$ cat src/hdl/mopshubCheckPkg.sv
////////////////////////////////////////////////////////////////////////////
// check categories, verdict record and expected node state
////////////////////////////////////////////////////////////////////////////
package mopshubCheckPkg;

  // one category per response rule
  typedef enum logic [1:0] {
    catNodeGuard,
    catSdoRead,
    catTrim,
    catEcho
  } checkCatT;

  typedef struct packed {
    checkCatT category;
    logic     pass;
  } verdictT;

  // node state without toggle bit
  localparam logic [6:0] NodeOperational = 7'h05;

endpackage

$ cat src/hdl/mopshubFramePkg.sv
////////////////////////////////////////////////////////////////////////////
// CAN frame layout, SDO/NMT frame union, object-ID bases, trim pattern
// and reference table of known object-dictionary values
////////////////////////////////////////////////////////////////////////////
package mopshubFramePkg;

  localparam int FrameWidth = 76;

  // SDO view, top byte of data carries the bus id
  typedef struct packed {
    logic [11:0] cobId;
    logic [3:0]  dlc;
    logic [7:0]  command;
    logic [15:0] index;
    logic [7:0]  subIndex;
    logic [27:0] data;
  } sdoFrameT;

  // node guard view, nodeState[7] is the toggle bit
  typedef struct packed {
    logic [11:0] cobId;
    logic [3:0]  dlc;
    logic [7:0]  nodeState;
    logic [51:0] rest;
  } nmtFrameT;

  typedef union packed {
    sdoFrameT              sdo;
    nmtFrameT              nmt;
    logic [FrameWidth-1:0] raw;
  } canFrameT;

  // object-ID bases, node number sits in the low 7 bits
  localparam logic [11:0] SdoRequestBase  = 12'h600;
  localparam logic [11:0] SdoResponseBase = 12'h580;
  localparam logic [11:0] NodeGuardBase   = 12'h700;
  localparam logic [11:0] TrimCobId       = 12'h555;

  localparam logic [7:0] SdoUploadRequest = 8'h40;
  localparam logic [7:0] SdoUploadResp4   = 8'h43;
  localparam logic [7:0] SdoUploadResp2   = 8'h4B;
  localparam logic [7:0] SdoUploadResp1   = 8'h4F;

  localparam logic [FrameWidth-1:0] TrimPattern = {TrimCobId, {16{4'hA}}};

  typedef struct packed {
    logic [15:0] index;
    logic [7:0]  subIndex;
    logic [27:0] data;
  } refEntryT;

  localparam int RefCount = 4;

  // device type, vendor id, rx/tx pdo cob ids
  localparam refEntryT RefTable [RefCount] = '{
    '{index: 16'h1000, subIndex: 8'h00, data: 28'h0000191},
    '{index: 16'h1018, subIndex: 8'h01, data: 28'h0000001},
    '{index: 16'h1400, subIndex: 8'h01, data: 28'h0000581},
    '{index: 16'h1800, subIndex: 8'h01, data: 28'h0000181}
  };

endpackage
$ cat src/hdl/mopshubCheckTop.sv
////////////////////////////////////////////////////////////////////////////
// response checker top, capture/classify/judge pipeline and counters
////////////////////////////////////////////////////////////////////////////
module mopshubCheckTop
  import mopshubFramePkg::*;
  import mopshubCheckPkg::*;
#(
  parameter int CountWidth = 16
)
(
  input  logic                  clk,
  input  logic                  rst,
  input  logic                  reqMsg,
  input  canFrameT              requestData,
  input  logic                  respMsg,
  input  canFrameT              responseData,
  input  logic                  trimMode,
  input  logic [7:0]            busId,
  output logic                  verdictValid,
  output verdictT               verdict,
  output logic [CountWidth-1:0] passCount,
  output logic [CountWidth-1:0] failCount,
  output logic                  anyFail
);

  logic     pairValid;
  canFrameT reqFrame;
  canFrameT respFrame;
  logic     classValid;
  checkCatT category;
  canFrameT catReq;
  canFrameT catResp;

  frameCapture uCapture (
    .clk          (clk),
    .rst          (rst),
    .reqMsg       (reqMsg),
    .requestData  (requestData),
    .respMsg      (respMsg),
    .responseData (responseData),
    .trimMode     (trimMode),
    .pairValid    (pairValid),
    .reqFrame     (reqFrame),
    .respFrame    (respFrame)
  );

  frameClassifier uClassifier (
    .clk        (clk),
    .rst        (rst),
    .pairValid  (pairValid),
    .reqFrame   (reqFrame),
    .respFrame  (respFrame),
    .classValid (classValid),
    .category   (category),
    .catReq     (catReq),
    .catResp    (catResp)
  );

  responseJudge uJudge (
    .clk          (clk),
    .rst          (rst),
    .classValid   (classValid),
    .category     (category),
    .catReq       (catReq),
    .catResp      (catResp),
    .busId        (busId),
    .verdictValid (verdictValid),
    .verdict      (verdict)
  );

  checkCounters #(
    .CountWidth (CountWidth)
  ) uCounters (
    .clk          (clk),
    .rst          (rst),
    .verdictValid (verdictValid),
    .verdict      (verdict),
    .passCount    (passCount),
    .failCount    (failCount),
    .anyFail      (anyFail)
  );

endmodule

$ cat src/hdl/checkCounters.sv
////////////////////////////////////////////////////////////////////////////
// saturating pass/fail counters and sticky failure flag
////////////////////////////////////////////////////////////////////////////
module checkCounters
  import mopshubCheckPkg::*;
#(
  parameter int CountWidth = 16
)
(
  input  logic                  clk,
  input  logic                  rst,
  input  logic                  verdictValid,
  input  verdictT               verdict,
  output logic [CountWidth-1:0] passCount,
  output logic [CountWidth-1:0] failCount,
  output logic                  anyFail
);

  always_ff @(posedge clk)
  begin
    if (!rst)
    begin
      passCount <= '0;
      failCount <= '0;
      anyFail   <= 1'b0;
    end
    else if (verdictValid)
    begin
      if (verdict.pass)
      begin
        if (passCount != '1)
          passCount <= passCount + 1'b1;
      end
      else
      begin
        anyFail <= 1'b1;
        // hold at all ones
        if (failCount != '1)
          failCount <= failCount + 1'b1;
      end
    end
  end

  failMonotonic: assert property (@(posedge clk) disable iff (!rst)
    $past(rst) |-> failCount >= $past(failCount));

endmodule

$ cat src/hdl/responseJudge.sv
////////////////////////////////////////////////////////////////////////////
// per-category response rules and reference table lookup, verdict register
////////////////////////////////////////////////////////////////////////////
module responseJudge
  import mopshubFramePkg::*;
  import mopshubCheckPkg::*;
(
  input  logic       clk,
  input  logic       rst,
  input  logic       classValid,
  input  checkCatT   category,
  input  canFrameT   catReq,
  input  canFrameT   catResp,
  input  logic [7:0] busId,
  output logic       verdictValid,
  output verdictT    verdict
);

  canFrameT    trimExpect;
  logic [11:0] sdoRespCobId;
  logic        refHit;
  logic        refMatch;
  logic        guardOk;
  logic        sdoOk;
  logic        pass;

  // trim echo comes back with the bus byte filled in
  always_comb
  begin
    trimExpect.raw = TrimPattern;
    trimExpect.sdo.data[27:20] = busId;
  end

  assign sdoRespCobId = SdoResponseBase + {5'd0, catReq.sdo.cobId[6:0]};

  always_comb
  begin
    refHit   = 1'b0;
    refMatch = 1'b0;
    for (int i = 0; i < RefCount; i++)
    begin
      if (catReq.sdo.index == RefTable[i].index &&
          catReq.sdo.subIndex == RefTable[i].subIndex)
      begin
        refHit   = 1'b1;
        refMatch = (catResp.sdo.data == RefTable[i].data);
      end
    end
  end

  assign guardOk = (catResp.nmt.cobId == catReq.nmt.cobId) &&
                   (catResp.nmt.nodeState[6:0] == NodeOperational);

  // unknown indices get the structural check only
  assign sdoOk = (catResp.sdo.cobId == sdoRespCobId) &&
                 (catResp.sdo.command inside {SdoUploadResp4, SdoUploadResp2,
                                              SdoUploadResp1}) &&
                 (catResp.sdo.index == catReq.sdo.index) &&
                 (catResp.sdo.subIndex == catReq.sdo.subIndex) &&
                 (!refHit || refMatch);

  always_comb
  begin
    case (category)
      catNodeGuard: pass = guardOk;
      catSdoRead:   pass = sdoOk;
      catTrim:      pass = (catResp.raw == trimExpect.raw);
      default:      pass = (catResp.raw[FrameWidth-1:8] == catReq.raw[FrameWidth-1:8]);
    endcase
  end

  always_ff @(posedge clk)
  begin
    if (!rst)
      verdictValid <= 1'b0;
    else
      verdictValid <= classValid;
  end

  always_ff @(posedge clk)
  begin
    if (classValid)
    begin
      verdict.category <= category;
      verdict.pass     <= pass;
    end
  end

  // every verdict traces back to a classified pair
  verdictFromClass: assert property (@(posedge clk) disable iff (!rst)
    verdictValid |-> $past(classValid));

endmodule

$ cat src/hdl/frameClassifier.sv
////////////////////////////////////////////////////////////////////////////
// request decode into check category, one register stage
////////////////////////////////////////////////////////////////////////////
module frameClassifier
  import mopshubFramePkg::*;
  import mopshubCheckPkg::*;
(
  input  logic     clk,
  input  logic     rst,
  input  logic     pairValid,
  input  canFrameT reqFrame,
  input  canFrameT respFrame,
  output logic     classValid,
  output checkCatT category,
  output canFrameT catReq,
  output canFrameT catResp
);

  checkCatT    nextCat;
  logic [11:0] reqBase;

  // strip node number
  assign reqBase = {reqFrame.sdo.cobId[11:7], 7'h00};

  always_comb
  begin
    if (reqFrame.raw == TrimPattern)
      nextCat = catTrim;
    else if (reqBase == NodeGuardBase && reqFrame.nmt.dlc == 4'h0)
      nextCat = catNodeGuard;
    else if (reqBase == SdoRequestBase && reqFrame.sdo.command == SdoUploadRequest)
      nextCat = catSdoRead;
    else
      nextCat = catEcho;
  end

  always_ff @(posedge clk)
  begin
    if (!rst)
      classValid <= 1'b0;
    else
      classValid <= pairValid;
  end

  always_ff @(posedge clk)
  begin
    if (pairValid)
    begin
      category <= nextCat;
      catReq   <= reqFrame;
      catResp  <= respFrame;
    end
  end

endmodule

$ cat src/hdl/frameCapture.sv
////////////////////////////////////////////////////////////////////////////
// request hold register and request/response pairing stage
////////////////////////////////////////////////////////////////////////////
module frameCapture
  import mopshubFramePkg::*;
(
  input  logic     clk,
  input  logic     rst,
  input  logic     reqMsg,
  input  canFrameT requestData,
  input  logic     respMsg,
  input  canFrameT responseData,
  input  logic     trimMode,
  output logic     pairValid,
  output canFrameT reqFrame,
  output canFrameT respFrame
);

  canFrameT reqHold;
  logic     reqSeen;

  always_ff @(posedge clk)
  begin
    if (!rst)
    begin
      pairValid <= 1'b0;
      reqSeen   <= 1'b0;
    end
    else
    begin
      pairValid <= respMsg;
      if (reqMsg)
        reqSeen <= 1'b1;
    end
  end

  // same-cycle request lands in reqHold, response takes the older one
  always_ff @(posedge clk)
  begin
    if (reqMsg)
    begin
      if (trimMode)
        reqHold.raw <= TrimPattern;
      else
        reqHold <= requestData;
    end
    if (respMsg)
    begin
      reqFrame  <= reqHold;
      respFrame <= responseData;
    end
  end

  // a response needs some earlier request to pair with
  respAfterReq: assert property (@(posedge clk) disable iff (!rst)
    respMsg |-> reqSeen);

endmodule

$ cat config.mk
export PLATFORM = sky130hd
export DESIGN_NAME = mopshubCheckTop
export DESIGN_NICKNAME = d
export VERILOG_FILES = /design/src/hdl/mopshubCheckPkg.sv /design/src/hdl/mopshubFramePkg.sv /design/src/hdl/mopshubCheckTop.sv /design/src/hdl/checkCounters.sv /design/src/hdl/responseJudge.sv /design/src/hdl/frameClassifier.sv /design/src/hdl/frameCapture.sv
export SDC_FILE = /design/constraint.sdc
export NUM_CORES = 1
export LEC_CHECK = 0
export BUFFER_PORTS_ARGS = -buffer_cell sky130_fd_sc_hd__buf_2
export CAP_MARGIN = 40
export CORE_MARGIN = 2
export CORE_UTILIZATION = 40
export CTS_CLUSTER_DIAMETER = 150
export DETAILED_ROUTE_END_ITERATION = 12
export GPL_TIMING_DRIVEN = 0
export SLEW_MARGIN = 10
export SYNTH_ARGS = -nofsm -noshare
export SYNTH_HDL_FRONTEND = slang
export SYNTH_SLANG_ARGS = --single-unit
$ cat constraint.sdc
create_clock -name clk -period 5.95 [get_ports clk]
set_clock_uncertainty 0.1 [all_clocks]
set_input_delay 0.595 -clock clk [delete_from_list [all_inputs] [get_ports clk]]
set_output_delay 0.595 -clock clk [all_outputs]
set_load 0.03 [all_outputs]
## After elaboration in Yosys (flattened, before gate mapping)

Index checks and enable logic that the tools add are counted.
Widths: inputs -> output; s select.

- Output and inout port bits: 37
- Word-level logic and storage cells: 78
- Bits of input ports: 165
- Flip-flop bits (word level): 421

- Add/sub/neg operators: 3
- Mux-type cells: 11
- Equal/unequal tests: 27
- Bitwise gates (word level): 1
- Reductions and logical operators: 21

Operators with widths:

| operator | count |
|---|---|
| $eq 76x75->1 | 1 |
| $eq 76x75->1 const B | 1 |
| $eq 68x68->1 | 1 |
| $eq 16x13->1 const B | 4 |
| $eq 28x9->1 const B | 2 |
| $add 16x1->16 const B | 2 |
| $eq 8x7->1 const B | 4 |
| $ne 16x16->1 const B | 2 |
| $eq 28x1->1 const B | 1 |
| $eq 28x11->1 const B | 1 |
| $eq 12x12->1 | 2 |
| $eq 16x16->1 | 1 |
| $add 11x7->12 const A | 1 |
| $logic_and 1x1->1 | 11 |
| $eq 5x4->1 const B | 2 |
| $eq 8x1->1 const B | 1 |
| $eq 8x8->1 | 1 |
| $logic_not 8->1 | 1 |
| $mux 1 | 8 |
| $eq 7x3->1 const B | 1 |
| $reduce_and 3->1 | 2 |
| $logic_not 4->1 | 1 |
| $mux 2 | 2 |
| $pmux 1 s3 | 1 |
| 9 further kinds | 9 |

## Logic depth before layout (Yosys ltp)

Gate-level depths: netlist of run 1.

- Depth after elaboration: 10
- Mapped depth: 8
- Gate-level depth less buffers: 8

## Hierarchy

From an unflattened synthesis of run 1, not the netlist that was laid out.

- Cell total of the unflattened synthesis: 895
- Area total of the unflattened synthesis: 15,566.2 um^2

By module, submodules not included:

| module | seq. area each (um^2) | instances | cells an instance | area each (um^2) |
|---|---|---|---|---|
| frameCapture | 6,866.6 | 1 | 314 | 7,419.6 |
| frameClassifier | 4,644.5 | 1 | 190 | 4,927.2 |
| checkCounters | 660.6 | 1 | 209 | 1,747.9 |
| responseJudge | 110.1 | 1 | 182 | 1,471.4 |

## Worst setup path before layout of run 1

No wires, ideal clock.

- Kind: reg-to-reg
- Start point: register uCapture.pairValid
- End point: register uClassifier.catReq[10] (netlist name), enable pin
- Period minus slack after synthesis: 4.099 ns
- Data required time: 5.331 ns
- Arrival: 3.480 ns
- Slack: 1.851 ns
- Setup time: 0.519 ns
- Path buffers: 0
- Cell stages (with the launch flop): 1
- Cell sequence: dfxtp_1

RTL lines:

| item | RTL line | RTL |
|---|---|---|
| from (decl) | frameCapture.sv:14 | `output logic pairValid,` |
| from (signal assigned) | frameCapture.sv:31 | `pairValid <= respMsg;` |
| to (signal assigned) | frameClassifier.sv:50 | `catReq <= reqFrame;` |
| to (decl) | frameClassifier.sv:15 | `output canFrameT catReq,` |

No word-level cell between the ends.

## Worst setup path after layout of run 1

- Start point: register uClassifier.catResp[75] (netlist name)
- End point: register uJudge.verdict[0] (netlist name)

- Word-level cells in the longest chain between the ends: 6
- Elaborated cells between the ends (all ways): 10
- Classes of those cells: eq/ne: 4; mux: 1; reduce/logical: 5

RTL lines:

| item | RTL line | RTL |
|---|---|---|
| from (decl) | frameClassifier.sv:16 | `output canFrameT catResp` |
| from (signal assigned) | frameClassifier.sv:51 | `catResp <= respFrame;` |
| $eq 12x12->1 | responseJudge.sv:55 | `assign sdoOk = (catResp.sdo.cobId == sdoRespCobId) &&` |
| $logic_and 1x1->1 | responseJudge.sv:55 |  |
| $logic_and 1x1->1 | responseJudge.sv:57 | `SdoUploadResp1}) &&` |
| $logic_and 1x1->1 | responseJudge.sv:58 | `(catResp.sdo.index == catReq.sdo.index) &&` |
| $logic_and 1x1->1 | responseJudge.sv:59 | `(catResp.sdo.subIndex == catReq.sdo.subIndex) &&` |
| $pmux 1 s3 * | responseJudge.sv:64 | `case (category)` |
| named net uJudge.pass | responseJudge.sv:25 | `logic pass;` |

The timed path passes the listed nets; every way through them passes the cells marked *.
A chain may end at the register's enable or synchronous reset.

==> run metrics, run 1 <==
CP required=6.22 ns; Die Wd=198 um; area taken by multi-input logic gates=2920 um^2; Post-CTS Setup Bufs=0; Post-CTS Resized=0; EDFF count, synth=377; total of max-cap violations=0; Period Utilization, post-route=0.468; ys flop type=edfxtp_1; vias in the first global route=7815; RR Endpoint=uJudge.verdict[0]; WP data arrival=3.05 ns; worst-path fanout max=2; Setup violations, final=0; Worst Hold Class=primary input to flop; R2R depth=7; antenna violations before repair=5; Seq/Total Area, Yosys=0.802; Area contributors post-synth=edfxtp_1 75%, dfxtp_1 4.8%, xnor2_1 3.0%; average wire per cell in the routed design=19.6 um; H-tree levels=2; register bit total from synthesis=413; RSZ-0062 raised after global routing=false; number of port buffers=200; Net Sw Frac=0.207; Hold Crit Depth=1; Ys Warns=0; largest net degree at the start of global routing=79; CP Launch Type=flop; post-synthesis cell count=833; final worst path period need=2.78 ns; Hold Fails Final Rpt=0; Leak=6.39 nW; global-route wire length before repair=46.1 mm; initial core utilization=0.408; Pwr Density=344 nW/um^2; die area=39100 um^2; VDD IR max=0.000159 V; total track usage=0.160; worst reg2reg path startpoint=uClassifier.catResp[75]; Root Buffer=clkbuf_16; filler cell count=3131; Finished Cell Area=18100 um^2; Max-Slew Margin vs Limit=0.535; combinational share of power=0.036; Max Clock Freq=0.359 GHz; die height=198 um; Yosys top cell area share=0.754; Seq pwr share=0.563; DRT antenna net count=0; Mapped Nets=1000; share of post-route cells with drive strength above 1=0.283; # clock sinks=413; Area Overhead vs Synth=20.2%; largest area contributor in the netlist=edfxtp_1; drt pass-1 iters=4; Post-synth ARST share=0; hold path endpoint=uCapture.respFrame[35]; Slew Limit Fails=0; clock power share=0.401; IO Count=202; cts hold-fix bufs=0; status=finished, final reports clean; count leader, synth=edfxtp_1; Least-Margin Pin Slew=0.688 ns; leading cell types by count after synthesis=377 x edfxtp_1, 52 x xnor2_1, 52 x xor2_1, 46 x nor2b_1, 38 x or2_2; Residual DRC=0; via count=7716; drt total wl=31.0 mm; Synth Cell Area=15000 um^2; clock latency on the worst-skew pair=0.54 ns; R2R setup slack=3.17 ns; clock buffer depth=3; DPL Wire Length=22.6 mm; internal power=4.93 mW; crit path capture type=flop; synth unique cells=49; Worst-path clk slew=0.06 ns; Setup CP Type=flop to flop; vias per std cell=4.87; Avg Cell Area, Syn=18.0 um^2; Core Area=36800 um^2; cts bufs inserted=43; Starting DRT DRC Count=464; setup TNS=0 ns; Placer Congestion=0.832; Reg area=12000 um^2; Hold Crit Start=responseData[35]; Nets=1250; CTS tree=yes; gr ovfl total=0; # rows=70; Psw=1.29 mW; DP Area=16700 um^2
==> state kept, by name, summed over array words and instances (netlist names) <==
| signal | count |
|---|---|
| uCapture.reqFrame | 76 |
| uCapture.reqHold | 76 |
| uCapture.respFrame | 76 |
| uClassifier.catResp | 76 |
| uClassifier.catReq | 68 |
| uCounters.failCount | 16 |
| uCounters.passCount | 16 |
| uJudge.verdict | 3 |
| uClassifier.category | 2 |
| uCapture.pairValid | 1 |
| uClassifier.classValid | 1 |
| uCounters.anyFail | 1 |
| uJudge.verdictValid | 1 |
==> stage by stage <==
stage / instances / utilization / hold WS, ns / setup WS, ns / total power, mW
floorplan: 833 / - / 0.300 / 1.85 / 3.61
global placement: 1501 / 0.452 / 0.303 / 0.501 / 3.79
detailed placement: 1506 / 0.455 / 0.305 / 3.12 / 3.79
CTS: 1583 / 0.491 / 0.0958 / 3.09 / 6.28
global route: 1583 / 0.491 / 0.102 / 3.06 / 6.44
finish: 1586 / 0.491 / 0.122 / 3.17 / 6.21
==> how the worst max path moves through the flow <==
| stage | startpoint | end | slack [ns] | cells past startpoint |
|---|---|---|---|---|
| after floorplan | uCapture.pairValid | uClassifier.catReq[10] | 1.85 | 0 |
| after global placement | uCapture.pairValid | uClassifier.catReq[30] | 0.50 | 0 |
| after detailed placement | uClassifier.catResp[75] | uJudge.verdict[0] | 3.12 | 7 |
| after CTS | uClassifier.catResp[75] | uJudge.verdict[0] | 3.09 | 7 |
| after global routing | uClassifier.catResp[75] | uJudge.verdict[0] | 3.06 | 7 |
| final | uClassifier.catResp[75] | uJudge.verdict[0] | 3.17 | 7 |
==> critical path, stage by stage (launching register included) <==
cell and delay, ns:
edfxtp_1 0.40, nand4bb_1 0.23, nor3b_1 0.54, nand4b_1 0.29, nor4_1 0.32, a21oi_1 0.14
o41a_1 0.42, o22ai_2 0.17
==> logic make-up after synthesis <==
kind of cell,share of synthesized area
AND/OR/NAND/NOR,0.121
buffers and inverters,0.00408
AO/OA/AOI/OAI,0.0102
flip-flops,0.802
multiplexers,0.00133
XOR/XNOR,0.0606
adder cells (fa/ha/maj),0.00167
==> cells in the final DEF, fill, tap and decap left out, types with 3 or more instances in the layout <==
| cell type | n |
|---|---|
| and3_1 | 8 |
| dfxtp_1 | 35 |
| xor2_1 | 52 |
| or2_2 | 38 |
| buf_16 | 3 |
| and2_1 | 28 |
| clkinv_2 | 8 |
| o21ai_0 | 3 |
| nand4b_1 | 7 |
| inv_1 | 3 |
| nor3_1 | 6 |
| nor4bb_1 | 8 |
| or3_1 | 3 |
| nand4_1 | 28 |
| clkinv_1 | 8 |
| diode_2 | 3 |
| nor4_1 | 25 |
| nor2_1 | 14 |
| edfxtp_1 | 377 |
| nand2_1 | 13 |
| xnor2_1 | 52 |
| a21boi_1 | 3 |
| and4_1 | 4 |
| buf_2 | 199 |
| clkbuf_16 | 43 |
| nor2b_1 | 46 |
| clkbuf_1 | 23 |
| nand3_1 | 21 |
| nor4b_1 | 10 |
| and4b_1 | 4 |
==> routing by layer <==
metal / GRT usage / up-vias / routed length [um]
met4: 0.0532 / 6 / 804
met5: 0 / - / 43
li1: - / 3690 / -
met3: 0.0366 / 52 / 2060
met1: 0.222 / 3708 / 13800
met2: 0.251 / 260 / 14300
==> area by class of cell <==
type / count / area share
repair buffers: 205 / 0.0624
clock inverters: 22 / 0.00991
clock buffers: 55 / 0.0626
flip-flops and latches: 413 / 0.667
multi-input cells: 404 / 0.162
inverters: 3 / 0.000624
well taps: 468 / 0.0324
plain buffers: 13 / 0.00277
diodes: 3 / 0.000416
==> power by group through the flow <==
stage,logic [mW],clock network (mW),registers (mW)
4_1_cts,0.232,2.55,3.50
3_3_place_gp,0.204,0,3.59
6_report,0.226,2.49,3.50
2_1_floorplan,0.0904,0,3.52
3_5_place_dp,0.231,0,3.56
5_1_grt,0.251,2.67,3.52
(Power assumes the default switching activity.)
==> run 2, diff against run 1 <==
- clock period: 5.95 -> 2.63 ns (I/O delays scaled with it)
==> run metrics, run 2 (same netlist as run 1, synthesis figures left out) <==
vias per std cell=4.83 (was 4.87); DPL Wire Length=22.6 mm (about the same); RSZ-0062 raised after global routing=false (unchanged); pre-CTS WS=-0.176 ns (was 3.12 ns); # rows=70 (unchanged); average wire per cell in the routed design=19.2 um (was 19.6 um); Area Overhead vs Synth=31.5% (was 20.2%); Buf/Inv on CP=0 (unchanged); setup ws final=0.0735 ns (was 3.17 ns); crit path capture type=flop (unchanged); initial core utilization=0.408 (unchanged); die height=198 um (unchanged); Starting DRT DRC Count=471 (was 464); share of post-route cells with drive strength above 1=0.256 (was 0.283); total track usage=0.172 (was 0.160); global-route wire length before repair=49.7 mm (was 46.1 mm); drt total wl=33.3 mm (was 31.0 mm); IO Count=202 (unchanged); # clock sinks=413 (unchanged); Core Area=36800 um^2 (unchanged); Placer Congestion=0.830 (was 0.832); die area=39100 um^2 (unchanged); Period Utilization, post-route=0.972 (was 0.468); status=finished, final reports clean (unchanged); Nets=1402 (was 1250); Leak=7.09 nW (was 6.39 nW); Pwr Density=753 nW/um^2 (was 344 nW/um^2); Max Clock Freq=0.391 GHz (was 0.359 GHz); Hold Crit Start=requestData[48] (was responseData[35]); Hold Fails Final Rpt=0 (unchanged); drt pass-1 iters=4 (unchanged); Setup violations, final=0 (unchanged); kind of cell adding the most delay to the critical path=simple AND/OR/NAND/NOR gates (unchanged); clock latency on the worst-skew pair=0.55 ns (was 0.54 ns); total of max-cap violations=0 (unchanged); Die Wd=198 um (unchanged); CP required=2.81 ns (was 6.22 ns); via count=8385 (was 7716); antenna violations before repair=2 (was 5); CP Launch Type=flop (unchanged); H-tree levels=2 (unchanged); DRT antenna net count=0 (unchanged); crit path launch=uClassifier.catReq[42] (was uClassifier.catResp[75]); vias in the first global route=8599 (was 7815); Worst-path clk slew=0.06 ns (about the same); WP data arrival=2.74 ns (was 3.05 ns); CTS tree=yes (unchanged); largest net degree at the start of global routing=92 (was 79); placed insts=1506 (unchanged); worst reg2reg path startpoint=uClassifier.catReq[42] (was uClassifier.catResp[75]); cts bufs inserted=43 (unchanged); Slew Limit Fails=0 (unchanged); gr ovfl total=0 (unchanged); clock buffer depth=3 (unchanged); final worst path period need=2.56 ns (was 2.78 ns); Max-Slew Margin vs Limit=0.509 (was 0.535); Final Non-Filler Cells=1736 (was 1586); Root Buffer=clkbuf_16 (unchanged); Setup CP Type=flop to flop (unchanged); Worst Hold Class=primary input to flop (unchanged); Residual DRC=0 (unchanged); CP Cell Sequence=nor4_1, nand4_1, or4b_1, a2111oi_2, o41a_1, o22ai_2 (was nand4bb_1, nor3b_1, nand4b_1, nor4_1, a21oi_1, o41a_1, o22ai_2); Post-CTS Setup Bufs=0 (unchanged); number of port buffers=200 (unchanged); Least-Margin Pin Slew=0.736 ns (was 0.688 ns); most frequent cells in the layout=377 x edfxtp_1, 199 x buf_2, 152 x dlygate4sd3_1 (was 377 x edfxtp_1, 199 x buf_2, 52 x xnor2_1, 52 x xor2_1, 46 x nor2b_1); VDD IR max=0.000432 V (was 0.000159 V); worst-path fanout max=2 (unchanged); crit-path max cell delay=0.55 ns (was 0.54 ns); critical path's slowest cell=or4b_1 (was nor3b_1); commonest non-fill, non-tap cell in the layout=edfxtp_1 (unchanged); Worst Hold Slack=0.0283 ns (was 0.122 ns)
run 2: where the power goes:
| group | switching (mW) | leakage [nW] | total (mW) | internal (mW) |
|---|---|---|---|---|
| sequential | 0.256 | 3.92 | 7.92 | 7.66 |
| combinational | 0.299 | 2.46 | 0.693 | 0.394 |
| clock | 2.46 | 0.702 | 6.26 | 3.80 |
run 2: what timing repair did:
action	CTS	global route
cloned	0	0
resized for setup	2	1
hold buffers	152	0
setup endpoints to repair	1	1
hold endpoints to repair	171	0
run 2: per-stage QoR:
step,utilization,instance area (um^2),power [mW],setup TNS [ns]
after global placement,0.452,16600,8.56,-203.03
after global routing,0.537,19800,15.4,0
after CTS,0.537,19700,15.0,0
after floorplan,-,15000,8.17,0
after detailed placement,0.455,16700,8.58,-0.176
final,0.537,19800,14.9,0
run 2: area by class of cell:
cell class,count,area [um^2]
antenna,2,5.00
buffer,13,50.0
clock buffer,48,1090
clock inverter,28,372
fill,2940,17000
inverter,3,11.3
multi-input combinational,404,2940
sequential,413,12000
tap,468,586
timing repair buffer,357,2660
run 2: worst register-to-register path: stages (launching register included):
cell       delay (ns)
edfxtp_1         0.43
nor4_1           0.35
nand4_1          0.14
or4b_1           0.55
a2111oi_2        0.39
o41a_1           0.23
o22ai_2          0.08
run 2: final timing paths:
kind         slack [ns]               endpoint  depth (start not counted)
max                0.07      uJudge.verdict[0]                          6
min                0.03   uCapture.reqHold[48]                          2
max reg2reg        0.07      uJudge.verdict[0]                          6
min reg2reg        0.31  uCapture.reqFrame[53]                          0
run 2: metal layers:
layer  global-route usage  wire, um  vias to the layer above
met5                    0         0                        -
met4               0.0629      1010                        0
met3               0.0341      1810                       64
met2                0.274     15600                      265
met1                0.235     14900                     4057
li1                     -         -                     3999
